--- src/hdl/game_params.svh ---
// Constants of the jump game motion core
// Screen geometry, object sizes, start positions, motion steps
// and the jump key scan code

`ifndef GAME_PARAMS_SVH
`define GAME_PARAMS_SVH

// ------------------------------------------------------------
// Player and floor
// ------------------------------------------------------------
`define PLAYER_X        100      // Player left edge, fixed
`define PLAYER_SIZE     15       // Square player box
`define FLOOR_Y         400      // Floor line, objects rest on it

// ------------------------------------------------------------
// Jump
// ------------------------------------------------------------
`define JUMP_KEY        8'h1A    // W key
`define JUMP_STEP       5        // Rise and fall speed
`define JUMP_HEIGHT     100      // Apex above take-off point

// ------------------------------------------------------------
// Scrolling objects
// ------------------------------------------------------------
`define SCROLL_STEP     3        // Left shift per frame
`define SPIKE_SIZE      32
`define PLATFORM_SIZE   28
`define SPIKE_START     500      // Left edges after reset
`define PLATFORM_START  300
`define FINISH_START    620

`endif

--- src/hdl/gamePkg.sv ---
// Shared types of the jump game motion core
// Screen coordinate, vertical velocity and keyboard scan code

package gamePkg;

    // ------------------------------------------------------------
    // Positions and motion
    // ------------------------------------------------------------
    typedef logic signed [10:0] coord_t;     // Screen pixel, negative is off the left edge
    typedef logic signed [7:0]  velocity_t;  // Vertical pixels per frame, negative rises

    // ------------------------------------------------------------
    // Keyboard
    // ------------------------------------------------------------
    typedef logic [7:0] keycode_t;           // Scan code from the keyboard controller

endpackage

--- src/hdl/playerJump.sv ---
// Vertical motion of the player
// Jump start on the floor, rise to a fixed apex above take-off,
// fall back and land on the ground position
// Registers for position, velocity and apex
`timescale 1ns/1ns
`include "game_params.svh"

module playerJump
(
    input  logic              Reset,      // Frame clock
    input  logic              frame_clk,  // Async reset, active high
    input  gamePkg::keycode_t keycode,    // Current scan code
    input  logic              pause,
    input  logic              halt,       // Game result latched
    output gamePkg::coord_t   playerY     // Top edge of the player
);

    // Top edge of a player standing on the floor
    localparam gamePkg::coord_t groundY = gamePkg::coord_t'(`FLOOR_Y - `PLAYER_SIZE);

    gamePkg::velocity_t velocity;         // Held velocity, applied on the next edge
    gamePkg::coord_t    apex;             // Highest top edge of the current jump
    gamePkg::coord_t    movedY;           // Position after applying held velocity
    gamePkg::coord_t    nextY;
    gamePkg::velocity_t nextVel;
    gamePkg::coord_t    nextApex;
    logic               frozen;
    logic               jumpStart;

    assign frozen    = pause | halt;
    assign movedY    = playerY + gamePkg::coord_t'(velocity);  // Sign extended step
    assign jumpStart = (playerY == groundY) && (velocity == '0) &&
                       (keycode == `JUMP_KEY);

    // ------------------------------------------------------------
    // Next state, jump start beats landing
    // ------------------------------------------------------------
    always_comb
    begin
        nextY    = movedY;                // Old velocity moves the player
        nextVel  = velocity;
        nextApex = apex;
        if (jumpStart)
        begin
            nextVel  = gamePkg::velocity_t'(-`JUMP_STEP);          // Start rising
            nextApex = playerY - gamePkg::coord_t'(`JUMP_HEIGHT);  // Apex above take-off
        end
        else if ((velocity < 0) && (movedY <= apex))
        begin
            nextVel = gamePkg::velocity_t'(`JUMP_STEP);  // Apex reached, turn around
        end
        else if (movedY >= groundY)
        begin
            nextY   = groundY;            // Clamp on the floor
            nextVel = '0;                 // Landed
        end
    end

    // ------------------------------------------------------------
    // State registers, one update per frame
    // ------------------------------------------------------------
    always_ff @(posedge Reset or posedge frame_clk)
    begin
        if (frame_clk)
        begin
            playerY  <= groundY;          // Start standing on the floor
            velocity <= '0;
            apex     <= groundY;
        end
        else if (!frozen)
        begin
            playerY  <= nextY;
            velocity <= nextVel;
            apex     <= nextApex;
        end
    end

    // Player never sinks below the floor, whatever the key history
    floorLimit: assert property (@(posedge Reset) disable iff (frame_clk)
        playerY <= groundY);

endmodule

--- src/hdl/obstacleScroll.sv ---
// Horizontal scrolling of spike, platform and finish line
// All three share one step so their spacing never changes
// Motion only with gameplay on and neither pause nor halt
`timescale 1ns/1ns
`include "game_params.svh"

module obstacleScroll
(
    input  logic            Reset,      // Frame clock
    input  logic            frame_clk,  // Async reset, active high
    input  logic            pause,
    input  logic            gameplay,   // Scrolling enabled
    input  logic            halt,       // Game result latched
    output gamePkg::coord_t spikeX,     // Left edges
    output gamePkg::coord_t platformX,
    output gamePkg::coord_t finishX
);

    localparam gamePkg::coord_t scrollStep = gamePkg::coord_t'(`SCROLL_STEP);

    logic            frozen;
    logic            moving;
    gamePkg::coord_t stepX;               // Shared left shift of this frame

    assign frozen = pause | halt;
    assign moving = gameplay & ~frozen;
    assign stepX  = moving ? scrollStep : '0;

    // ------------------------------------------------------------
    // Position registers
    // ------------------------------------------------------------
    always_ff @(posedge Reset or posedge frame_clk)
    begin
        if (frame_clk)
        begin
            spikeX    <= gamePkg::coord_t'(`SPIKE_START);
            platformX <= gamePkg::coord_t'(`PLATFORM_START);
            finishX   <= gamePkg::coord_t'(`FINISH_START);
        end
        else
        begin
            spikeX    <= spikeX - stepX;   // Lockstep, same step for all
            platformX <= platformX - stepX;
            finishX   <= finishX - stepX;
        end
    end

    // Pause or a latched result holds every position on the next frame
    holdWhileFrozen: assert property (@(posedge Reset) disable iff (frame_clk)
        frozen |=> ($stable(spikeX) && $stable(platformX) && $stable(finishX)));

endmodule

--- src/hdl/collisionJudge.sv ---
// Collision judge of the jump game
// Box overlap of the player with spike and platform, finish test,
// latched gameOver and won flags and the halt that freezes motion
`timescale 1ns/1ns
`include "game_params.svh"

module collisionJudge
(
    input  logic            Reset,      // Frame clock
    input  logic            frame_clk,  // Async reset, active high
    input  gamePkg::coord_t playerY,    // Player top edge
    input  gamePkg::coord_t spikeX,     // Obstacle left edges
    input  gamePkg::coord_t platformX,
    input  gamePkg::coord_t finishX,
    output logic            gameOver,
    output logic            won,
    output logic            halt        // Freeze for both movers
);

    logic spikeHit;
    logic platformHit;
    logic finishReached;

    // Two half-open spans [lo, lo+len) share at least one pixel
    function automatic logic spanOverlap(input int aLo, input int aLen,
                                         input int bLo, input int bLen);
        return (aLo < bLo + bLen) && (bLo < aLo + aLen);
    endfunction

    // ------------------------------------------------------------
    // Overlap tests, obstacles rest on the floor
    // ------------------------------------------------------------
    assign spikeHit = spanOverlap(`PLAYER_X, `PLAYER_SIZE, spikeX, `SPIKE_SIZE) &&
                      spanOverlap(playerY, `PLAYER_SIZE,
                                  `FLOOR_Y - `SPIKE_SIZE, `SPIKE_SIZE);
    assign platformHit = spanOverlap(`PLAYER_X, `PLAYER_SIZE, platformX, `PLATFORM_SIZE) &&
                         spanOverlap(playerY, `PLAYER_SIZE,
                                     `FLOOR_Y - `PLATFORM_SIZE, `PLATFORM_SIZE);
    assign finishReached = (finishX <= `PLAYER_X);  // Signed, finish may be off screen

    // ------------------------------------------------------------
    // Result latch, contact beats finish
    // ------------------------------------------------------------
    always_ff @(posedge Reset or posedge frame_clk)
    begin
        if (frame_clk)
        begin
            gameOver <= 1'b0;
            won      <= 1'b0;
            halt     <= 1'b0;
        end
        else if (!halt)                   // First result wins, then frozen
        begin
            if (spikeHit || platformHit)
            begin
                gameOver <= 1'b1;
                halt     <= 1'b1;
            end
            else if (finishReached)
            begin
                won  <= 1'b1;
                halt <= 1'b1;
            end
        end
    end

    // A game has one result only
    resultExclusive: assert property (@(posedge Reset) disable iff (frame_clk)
        !(gameOver && won));

    // Results stay until reset
    resultSticky: assert property (@(posedge Reset) disable iff (frame_clk)
        (gameOver |=> gameOver) and (won |=> won));

endmodule

--- src/hdl/gameTop.sv ---
// Top level of the jump game motion core
// Player mover, obstacle scroller and collision judge
// Judge halt feeds back to both movers
`timescale 1ns/1ns
`include "game_params.svh"

module gameTop
(
    input  logic              Reset,      // Frame clock, one edge per frame
    input  logic              frame_clk,  // Async reset, active high
    input  gamePkg::keycode_t keycode,    // Keyboard scan code
    input  logic              pause,      // Holds every position
    input  logic              gameplay,   // Scrolling enabled
    output gamePkg::coord_t   playerY,    // Player top edge
    output gamePkg::coord_t   spikeX,     // Obstacle left edges
    output gamePkg::coord_t   platformX,
    output gamePkg::coord_t   finishX,
    output logic              gameOver,   // Contact with an obstacle
    output logic              won         // Finish line reached
);

    logic halt;                           // Either result latched

    // ------------------------------------------------------------
    // Movers
    // ------------------------------------------------------------
    playerJump playerJump_i
    (
        .Reset     (Reset),
        .frame_clk (frame_clk),
        .keycode   (keycode),
        .pause     (pause),
        .halt      (halt),
        .playerY   (playerY)
    );

    obstacleScroll obstacleScroll_i
    (
        .Reset     (Reset),
        .frame_clk (frame_clk),
        .pause     (pause),
        .gameplay  (gameplay),
        .halt      (halt),
        .spikeX    (spikeX),
        .platformX (platformX),
        .finishX   (finishX)
    );

    // ------------------------------------------------------------
    // Judge
    // ------------------------------------------------------------
    collisionJudge collisionJudge_i
    (
        .Reset     (Reset),
        .frame_clk (frame_clk),
        .playerY   (playerY),
        .spikeX    (spikeX),
        .platformX (platformX),
        .finishX   (finishX),
        .gameOver  (gameOver),
        .won       (won),
        .halt      (halt)
    );

endmodule

--- config.mk ---
export PLATFORM = sky130hd
export DESIGN_NAME = gameTop
export DESIGN_NICKNAME = d
export VERILOG_FILES = /design/src/hdl/gamePkg.sv /design/src/hdl/playerJump.sv /design/src/hdl/obstacleScroll.sv /design/src/hdl/collisionJudge.sv /design/src/hdl/gameTop.sv
export VERILOG_INCLUDE_DIRS = /design/src /design/src/hdl
export SDC_FILE = /design/constraint.sdc
export NUM_CORES = 1
export LEC_CHECK = 0
export BUFFER_PORTS_ARGS = -buffer_cell sky130_fd_sc_hd__buf_2
export CORE_MARGIN = 1
export CORE_UTILIZATION = 52
export DETAILED_ROUTE_END_ITERATION = 12
export PLACE_DENSITY = 0.79
export SETUP_SLACK_MARGIN = 0.2
export SLEW_MARGIN = 20
export SYNTH_ARGS = -nofsm -noshare
export SYNTH_HDL_FRONTEND = slang
export SYNTH_SLANG_ARGS = --single-unit
--- constraint.sdc ---
create_clock -name Reset -period 3.7 [get_ports Reset]
set_input_delay 0.74 -clock Reset [delete_from_list [all_inputs] [get_ports Reset]]
set_output_delay 0.74 -clock Reset [all_outputs]
set_load 0.01 [all_outputs]
# == Yosys cells after proc, flatten, opt, wreduce, memory -nomap -nowiden ==
# Index checks and enable logic that the tools add are counted.
# word_totals
reg_bits,66
in_bits,12
out_inout_bits,46
wordCells,61
# op_classes
addsub,8
magnitude_cmp,11
n_eq_ne,2
mux,10
n_bitwise,5
n_reduce_logical,16
# ops
op,count
"less-than comparator 10 x 32 -> 1 bit, first input constant",2
"less-than comparator 8 x 32 -> 1 bit, first input constant",2
2-to-1 mux 11 bit,3
subtractor 11 x 3 -> 11 bit,3
2-to-1 mux 8 bit,3
"less-than comparator 11 x 8 -> 1 bit, second input constant",2
"adder 11 x 5 -> 12 bit, second input constant",1
"adder 11 x 6 -> 12 bit, second input constant",1
"adder 11 x 7 -> 12 bit, second input constant",1
adder 11 x 8 -> 11 bit,1
"equality test 11 x 10 -> 1 bit, second input constant",1
"greater-or-equal comparator 11 x 10 -> 1 bit, second input constant",1
less-or-equal comparator 11 bit,1
"less-or-equal comparator 11 x 8 -> 1 bit, second input constant",1
"less-than comparator 11 x 10 -> 1 bit, second input constant",1
"subtractor 11 x 8 -> 11 bit, second input constant",1
logical AND 1 bit,9
"equality test 8 x 5 -> 1 bit, second input constant",1
zero test 8 bit,1
"less-than comparator 8 x 1 -> 1 bit, second input constant",1
AND reduction 2 bit,3
2-to-1 mux 1 bit,3
inverter 1 bit,3
AND reduction 3 bit,1
5 further kinds,5

# == Logic depth before layout (Yosys ltp) ==
# Gate-level depths: netlist (run 1).
# depth
depth_word,7
mapped_depth,16
mapped_depth_nobuf,16

# == Modules after synthesis ==
# Synthesis (run 1) repeated with hierarchy kept, for this count alone.
# unflattened
hier_cells,409
hier_area_um2,3972.6
# by_module_without_submodules
module,instances,cells_each,area_per_inst_um2,seq_area_each_um2
playerJump,1,221,1971.9,633.1
obstacleScroll,1,128,1554.0,844.6
collisionJudge,1,60,446.7,75.1

# == Least setup slack after synthesis (run 1) ==
# Ideal clock, no wire load.
# synth_path
path_kind,flip-flop to flip-flop
start,register playerJump_i.velocity[6]
end,register playerJump_i.playerY[7]
setup_time_ns,0.082
t_arrival_ns,3.806
required_time_ns,3.618
setup_slack_ns,-0.188
stages_incl_launch_ff,16
path_buffers,0
synth_period_minus_slack_ns,3.888
cell_sequence,dfrtp_1 ha_1 o211ai_1 o211ai_1 nand2_1 a221oi_1 nor2_1 ha_1 nand2_1 a311oi_1 o211ai_1 a21o_1 or2_1 o32ai_2 a311oi_4 a211o_1
# synth_via
elab_chain_len,5
word_cells_on_any_way,11
classes_between,1 x add/sub; 3 x order compare; 3 x mux; 4 x reduce/logical
# synth_rtl
element,line,text
"start, declared",playerJump.sv:21,gamePkg::velocity_t velocity;
"start signal, assigned",playerJump.sv:73,velocity <= nextVel;
adder 11 x 8 -> 11 bit,playerJump.sv:31,assign movedY = playerY + gamePkg::coord_t'(velocity);
greater-or-equal comparator 11 x 10 -> 1 bit or less-or-equal comparator 11 bit (tied branches),"playerJump.sv:52, playerJump.sv:48",
2-to-1 mux 11 bit or logical AND 1 bit (tied branches),"playerJump.sv:52, playerJump.sv:48",
2-to-1 mux 11 bit,playerJump.sv:48,else if ((velocity < 0) && (movedY <= apex))
2-to-1 mux 11 bit *,playerJump.sv:43,if (jumpStart)
"end signal, assigned",playerJump.sv:66,playerY <= groundY;
"end signal, assigned",playerJump.sv:72,playerY <= nextY;
"end, declared",playerJump.sv:15,output gamePkg::coord_t playerY
# Every way passes the cells marked *; elsewhere a longest branch is shown, timed or not.
# A chain may end at the register's enable or synchronous reset.

# == Final worst setup path (run 1) ==
# layout_path
start,register playerJump_i.velocity[6]
end,register playerJump_i.playerY[4]
# The elaborated chain is that of the path after synthesis.

==> results of run 1 <==
==> registers in the layout, summed over array words and instances (netlist names) <==
register and flops:
collisionJudge_i.gameOver 1, collisionJudge_i.halt 1, collisionJudge_i.won 1, obstacleScroll_i.finishX 11, obstacleScroll_i.platformX 11, obstacleScroll_i.spikeX 11, playerJump_i.apex 11, playerJump_i.playerY 11
playerJump_i.velocity 3
==> through the flow <==
| stage | instance area, µm² | cells | power [µW] | hold slack [ns] |
|---|---|---|---|---|
| 2_1_floorplan | 4010 | 411 | 1810 | 0.418 |
| 3_3_place_gp | 4590 | 590 | 2200 | 0.434 |
| 3_5_place_dp | 4590 | 590 | 2250 | 0.444 |
| 4_1_cts | 5040 | 623 | 3020 | 0.461 |
| 5_1_grt | 5070 | 624 | 3230 | 0.493 |
| 6_report | 5070 | 624 | 3040 | 0.455 |
==> tightest hold or removal path, delay by kind of cell, from the launching register on <==
kind | cells | cell delay [ns]
DFF | 1 | 0.32
buffers and inverters | 1 | 0.05
and+or+nand+nor | 1 | 0.05
==> power groups by stage <==
stage | logic (µW) | clock network (µW) | registers, µW
after floorplan | 722 | 0 | 1090
after global placement | 1160 | 0 | 1040
after detailed placement | 1200 | 0 | 1050
after CTS | 1270 | 715 | 1040
after global routing | 1420 | 744 | 1070
final | 1290 | 711 | 1040
==> routing by layer <==
layer | vias to the layer above | routed length (µm) | global-route usage (%)
met1 | 1821 | 4640 | 38.2
li1 | 1671 | - | -
met5 | - | 0 | 0
met4 | 0 | 513 | 15.6
met2 | 204 | 5130 | 46.5
met3 | 51 | 688 | 4.52
==> placed cells by master (no fill, tap or decap), drive strengths merged, types with 3 or more instances in the layout <==
| cell type | netlist | routed |
|---|---|---|
| nand2b | 5 | 5 |
| fa | 4 | 4 |
| inv | 40 | 40 |
| nor3 | 15 | 15 |
| a21o | 5 | 5 |
| and2 | 3 | 3 |
| nand3b | 4 | 4 |
| xnor2 | 14 | 14 |
| buf | 6 | 108 |
| or2 | 3 | 3 |
| ha | 26 | 26 |
| o21a | 4 | 4 |
| or3 | 5 | 5 |
| nand3 | 8 | 8 |
| dfrtp | 40 | 40 |
| dfstp | 21 | 21 |
| or4 | 3 | 3 |
| clkbuf | 3 | 13 |
| xor2 | 22 | 22 |
| o21ai | 19 | 19 |
| o211ai | 5 | 5 |
| nor4 | 7 | 7 |
| a311oi | 3 | 3 |
| a21oi | 17 | 17 |
| a211oi | 8 | 8 |
| nand4 | 4 | 4 |
| a31oi | 4 | 4 |
| nor2 | 29 | 29 |
| nand2 | 41 | 41 |
==> final cells by class <==
type                       count  area [µm²]  area share [%]
clock buffer                  13         169            3.33
clock inverter                 3        67.6            1.33
inverter                      40         150            2.96
multi-input combinational    300        2330            45.9
sequential                    61        1560            30.7
tap                           99         124            2.44
timing repair buffer         108         679            13.4
==> logic make-up after synthesis <==
kind of cell / count (synthesis) / share of synthesized area [%]
compound gates: 93 / 18.0
xor+xnor: 36 / 8.16
fa+ha+maj: 31 / 10.5
buf+inv: 50 / 5.82
flops: 61 / 39.2
mux: 1 / 0.253
simple gates: 139 / 18.0
==> path summary, 6_finish.rpt <==
path                                                       end                                  from  depth (start not counted)
min                           playerJump_i.apex[4]$_DFFE_PP0P_      playerJump_i.apex[4]$_DFFE_PP0P_                          2
min reg2reg                   playerJump_i.apex[4]$_DFFE_PP0P_      playerJump_i.apex[4]$_DFFE_PP0P_                          2
max in group asynchronous  playerJump_i.playerY[5]$_DFFE_PP0N_                             frame_clk                          3
max                        playerJump_i.playerY[4]$_DFFE_PP0N_  playerJump_i.velocity[6]$_DFFE_PP0P_                         19
min in group asynchronous     playerJump_i.apex[9]$_DFFE_PP0P_                             frame_clk                          3
max reg2reg                playerJump_i.playerY[4]$_DFFE_PP0N_  playerJump_i.velocity[6]$_DFFE_PP0P_                         19
==> timing repair <==
action / in CTS / in global routing
pin swaps: 14 / 9
setup buffers: 16 / 1
gates resized for setup: 16 / 3
cloned: 1 / 0
setup endpoints to repair: 13 / 13
==> flow_summary_export.csv, run 1 <==
group,metric,value,unit
outcome,outcome,"complete, but fails checks",
outcome,violations,"setup timing",
sta,layout_setup_ws,-0.242,ns
critical_path,critical_path_class,"reg2reg",
global_route,grt_pass1_vias,3514,
finish,final_util,69.6,%
sta,setup_viol,12,
sta,timing.final.crit_share,107,%
power_and_ir_drop,p_switching,1150,µW
sta,tightestPinTransition,0.789,ns
power_and_ir_drop,netSwitchingFraction,37.7,%
clocking,htree_levels,3,
clocking,cts_tree,"built",
routing,dr.pass1.iters,5,
finish,nFillCells,560,
global_route,grt_overflow_total,0,
critical_path,critPathTopFamily,"buffers and inverters",
power_and_ir_drop,power_frac_clock,23.4,%
floorplanning,io_pins,58,
global_route,grt_max_degree,62,
yosys,synth_common_cells,"dfrtp_1 (40), inv_1 (40), nand2_1 (40)",
critical_path,required,3.92,ns
run,max_cap_violations,0,
floorplanning,start_util,54.3,%
global_route,grt_pass1_wl,17100,µm
yosys,synth_cells,411,
yosys,synth_edf_count,0,
power_and_ir_drop,power.internal,1890,µW
sta,relSlewSlack,47.4,%
critical_path,cp_data_arrival_time,4.16,ns
yosys,yosysTopAreaCellShare,25.3,%
finish,antennaDiodeCount,0,
critical_path,slowest_delay,0.53,ns
routing,drt_wl_total,11000,µm
floorplanning,row_count,31,
critical_path,slowest_stage,"dfrtp_2",
yosys,yosys_warnings,0,
place,io_buffer_count,57,
yosys,synth_area,3960,µm²
place,dp_hpwl,7400,µm
clocking,clk_pin_slew,0.08,ns
global_route,antenna_found_initial,0,
routing,vias,3747,
routing,drc_errors,0,
power_and_ir_drop,leakage,0.00242,µW
clocking,numCtsBuffers,9,
sta,fin_skew,0.00965,ns
sta,timing.fmax,254,MHz
sta,fin_crit,3.94,ns
critical_path,cp_common_cell,"buf_4",
clocking,clock_latency,0.34,ns
yosys,ys_seq_elements,61,
clocking,root_buffer,"clkbuf_8",
critical_path,crit_path_end_kind,"flop",
yosys,ys_top_cells_by_area,"dfrtp_1 (25%), dfstp_2 (14%), ha_1 (8.2%), xor2_1 (4.9%), inv_1 (3.8%)",
critical_path,rrSetupSlack,-0.24,ns
floorplanning,core,7290,µm²
finish,nets,562,
routing,detail-route-antenna-nets,0,
global_route,grt_use_total,29.1,%
finish,drive_gt1_share,35.6,%
sta,drv_slew,0,
sta,fin_tns_setup,-1.98,ns
power_and_ir_drop,seqPwrFrac,34.2,%
routing,wl_per_cell,17.6,µm
floorplanning,dieHeight,89.2,µm
sta,finalHoldViolCount,0,
finish,syn_to_final_growth,28.2,%
yosys,ys_seq_area_share,39.2,%
yosys,synth-async-reset-ratio,100,%
critical_path,crit_fanout,8,
routing,viasPerCell,6.00,
routing,drtIter0Drc,355,
power_and_ir_drop,power.density,600,nW/µm²
clocking,holdBufCountCts,0,
sta,rsz0062_at_grt,"true",
critical_path,worst-path-buf-inv,10,
place,pre_cts_slack,-0.135,ns
place,routabilityCongestion,0.895,
yosys,avgSynthCellArea,9.63,µm²
clocking,clock_sinks,61,
floorplanning,die_w,89.2,µm
yosys,ys.flop_type,"dfrtp_1",
yosys,syn_nets,453,
min_path,hold_path_class,"reg2reg",
yosys,synth.distinct_cells,76,
floorplanning,dieArea,7960,µm²
power_and_ir_drop,pwr-share-comb,42.4,%
power_and_ir_drop,ir_drop,0.413,mV
critical_path,worstSetupStartpointType,"flop",
critical_path,path_cells,"buf_6 -> fa_2 -> a21oi_2 -> buf_4 -> buf_4 -> buf_4 -> buf_4 -> buf_4 -> buf_4 -> buf_4 -> o22a_1 -> nand4_1 -> and4b_1 -> o32ai_4 -> nand2_2 -> a311oi_4 -> buf_4 -> buf_6 -> a21oi_2",
yosys,yosys.area.top_type,"dfrtp_1",
clocking,cts_buffer_depth,2,
Note: power is estimated with default switching activity, not from simulation.
==> inputs of run 2 (changes only) <==
--- a/config.mk
+++ b/config.mk
@@ -10,7 +10,8 @@
 export CORE_MARGIN = 1
 export CORE_UTILIZATION = 52
 export DETAILED_ROUTE_END_ITERATION = 12
-export PLACE_DENSITY = 0.79
+export PLACE_DENSITY = 0.77
+export REMOVE_ABC_BUFFERS = 1
 export SETUP_SLACK_MARGIN = 0.2
 export SLEW_MARGIN = 20
 export SYNTH_ARGS = -nofsm -noshare
==> flow_summary_export.csv, run 2 (synthesis results as in run 1) <==
group,metric,value,unit
outcome,outcome,"complete, but fails checks",
outcome,violations,"setup timing",
critical_path,endpoint,"playerJump_i.velocity[6]$_DFFE_PP0P_",
routing,detail-route-antenna-nets,0,
global_route,grt_busiest_layer,"met2",
finish,drive_gt1_share,35.9,%
critical_path,cp_data_arrival_time,4.12,ns
clocking,numCtsBuffers,9,
critical_path,crit_path_end_kind,"flop",
global_route,antenna_found_initial,0,
global_route,gr-usage-met2,47.7,%
finish,nets,569,
routing,drtIter0Drc,275,
finish,mostFrequentLayoutCell,"buf_2",
global_route,grt_max_degree,31,
place,dp_hpwl,7590,µm
sta,layout_setup_ws,-0.212,ns
routing,dr.pass1.iters,4,
power_and_ir_drop,report.power.total,2950,µW
sta,drv_slew,0,
min_path,hold_path_class,"reg2reg",
global_route,gr-usage-met1,34.0,%
finish,regArea,1550,µm²
clocking,clock_sinks,61,
routing,drt_wl_total,10500,µm
clocking,cts_tree,"built",
global_route,gr-usage-met3,6.65,%
finish,layout_common_cells,"buf_2 (57), buf_4 (51), dfrtp_1 (39)",
min_path,holdPathStages,1,
routing,wl_per_cell,16.7,µm
clocking,clock_latency,0.35,ns
clocking,holdBufCountCts,0,
critical_path,critical_path_class,"reg2reg",
place,dpl-instance-area,4630,µm²
routing,viasPerCell,5.73,
power_and_ir_drop,netSwitchingFraction,39.0,%
floorplanning,dieArea,7960,µm²
finish,syn_to_final_growth,28.9,%
sta,fin_tns_setup,-1.81,ns
routing,drc_errors,0,
critical_path,worstSetupStartpointType,"flop",
global_route,grt_pass1_vias,3467,
finish,antennaDiodeCount,0,
power_and_ir_drop,leakage,0.00245,µW
finish,nFillCells,570,
floorplanning,dieHeight,89.2,µm
routing,vias,3617,
power_and_ir_drop,ir_drop,0.331,mV
sta,rsz0062_at_grt,"true",
critical_path,crit_path_start,"playerJump_i.velocity[6]$_DFFE_PP0P_",
critical_path,required,3.91,ns
finish,design_area,5100,µm²
floorplanning,io_pins,58,
sta,fin_skew,0.0137,ns
clocking,root_buffer,"clkbuf_8",
critical_path,regToRegEndpoint,"playerJump_i.velocity[6]$_DFFE_PP0P_",
place,io_buffer_count,57,
sta,fin_crit,3.91,ns
power_and_ir_drop,seqPwrFrac,35.2,%
power_and_ir_drop,power_frac_clock,19.4,%
floorplanning,start_util,54.3,%
clocking,clk_pin_slew,0.07,ns
floorplanning,row_count,31,
power_and_ir_drop,power.internal,1800,µW
global_route,grt_overflow_total,0,
floorplanning,core,7290,µm²
power_and_ir_drop,pwr-share-comb,45.4,%
global_route,grt_pass1_wl,16700,µm
sta,tightestPinTransition,0.622,ns
critical_path,rrSetupSlack,-0.21,ns
sta,relSlewSlack,58.5,%
power_and_ir_drop,power.density,577,nW/µm²
clocking,htree_levels,3,
critical_path,rr_startpoint,"playerJump_i.velocity[6]$_DFFE_PP0P_",
sta,setup_viol,13,
critical_path,r2r_cells,16,
clocking,cts_buffer_depth,2,
sta,timing.final.crit_share,106,%
sta,finalHoldViolCount,0,
critical_path,crit_fanout,6,
power_and_ir_drop,p_switching,1150,µW
run,max_cap_violations,0,
finish,multi_input_area,2330,µm²
global_route,grt_use_total,28.3,%
floorplanning,die_w,89.2,µm
sta,timing.fmax,256,MHz
place,routabilityCongestion,0.917,
run 2: changes by cell type in the layout (fill, tap and decap cells not counted), moves of 2 or more:
cell	previous run	this run
clkbuf_8	12	9
buf_4	48	51
buf_6	3	6
a21oi_2	6	4
clkinv_2	0	3
run 2: power groups by stage:
stage	registers, µW	clock network [µW]	logic [µW]
finish	1040	571	1340
global route	1060	611	1470
CTS	1030	578	1260
detailed placement	1040	0	1180
global placement	1030	0	1140
floorplan	1090	0	666
run 2: worst max-delay path: stages, from the launching register on:
cell and delay (ns):
dfrtp_2 0.52, ha_4 0.33, o211ai_1 0.12, o211ai_1 0.25, nand2_1 0.12, a221oi_2 0.28
nor2_1 0.12, ha_1 0.33, nand2_2 0.08, a311oi_2 0.19, o211ai_1 0.11, a21o_1 0.19
or2_1 0.24, o32ai_4 0.38, buf_4 0.18, a21oi_1 0.04, a2111o_1 0.29
run 2: what timing repair did:
item	CTS	global route
pin swaps	26	9
cloned	0	0
setup buffers	8	4
resized for setup	27	6
setup endpoints to repair	13	13
run 2: layout make-up:
cell class,count,share of cell area [%]
repair buffers,115,14.8
multi-input cells,300,45.7
inverters,40,2.94
well taps,99,2.43
flip-flops and latches,61,30.5
clock inverters,5,1.03
clock buffers,11,2.58
run 2: through the flow:
step	worst slack (ns)	hold WS [ns]	utilization (%)	cells
after global routing	-0.348	0.473	70.0	631
after detailed placement	-0.315	0.441	63.5	603
after global placement	-0.141	0.430	63.5	603
after CTS	-0.0724	0.458	69.0	627
final	-0.212	0.453	70.0	631
after floorplan	-0.375	0.418	-	401
run 2: worst min path at each step:
stage                                          start  slack [ns]                               end
global route        playerJump_i.apex[4]$_DFFE_PP0P_        0.47  playerJump_i.apex[4]$_DFFE_PP0P_
detailed placement  playerJump_i.apex[4]$_DFFE_PP0P_        0.44  playerJump_i.apex[4]$_DFFE_PP0P_
floorplan           playerJump_i.apex[4]$_DFFE_PP0P_        0.42  playerJump_i.apex[4]$_DFFE_PP0P_
CTS                 playerJump_i.apex[4]$_DFFE_PP0P_        0.46  playerJump_i.apex[4]$_DFFE_PP0P_
global placement    playerJump_i.apex[4]$_DFFE_PP0P_        0.43  playerJump_i.apex[4]$_DFFE_PP0P_
finish              collisionJudge_i.won$_DFFE_PP0P_        0.45  collisionJudge_i.won$_DFFE_PP0P_
run 2: routing by layer:
metal / share of wire [%] / wire (µm) / vias up
met1: 42 / 4400 / 1754
met5: 0 / 0 / -
met4: 3.2 / 332 / 0
met3: 4.6 / 479 / 32
li1: - / - / 1700
met2: 50 / 5300 / 131
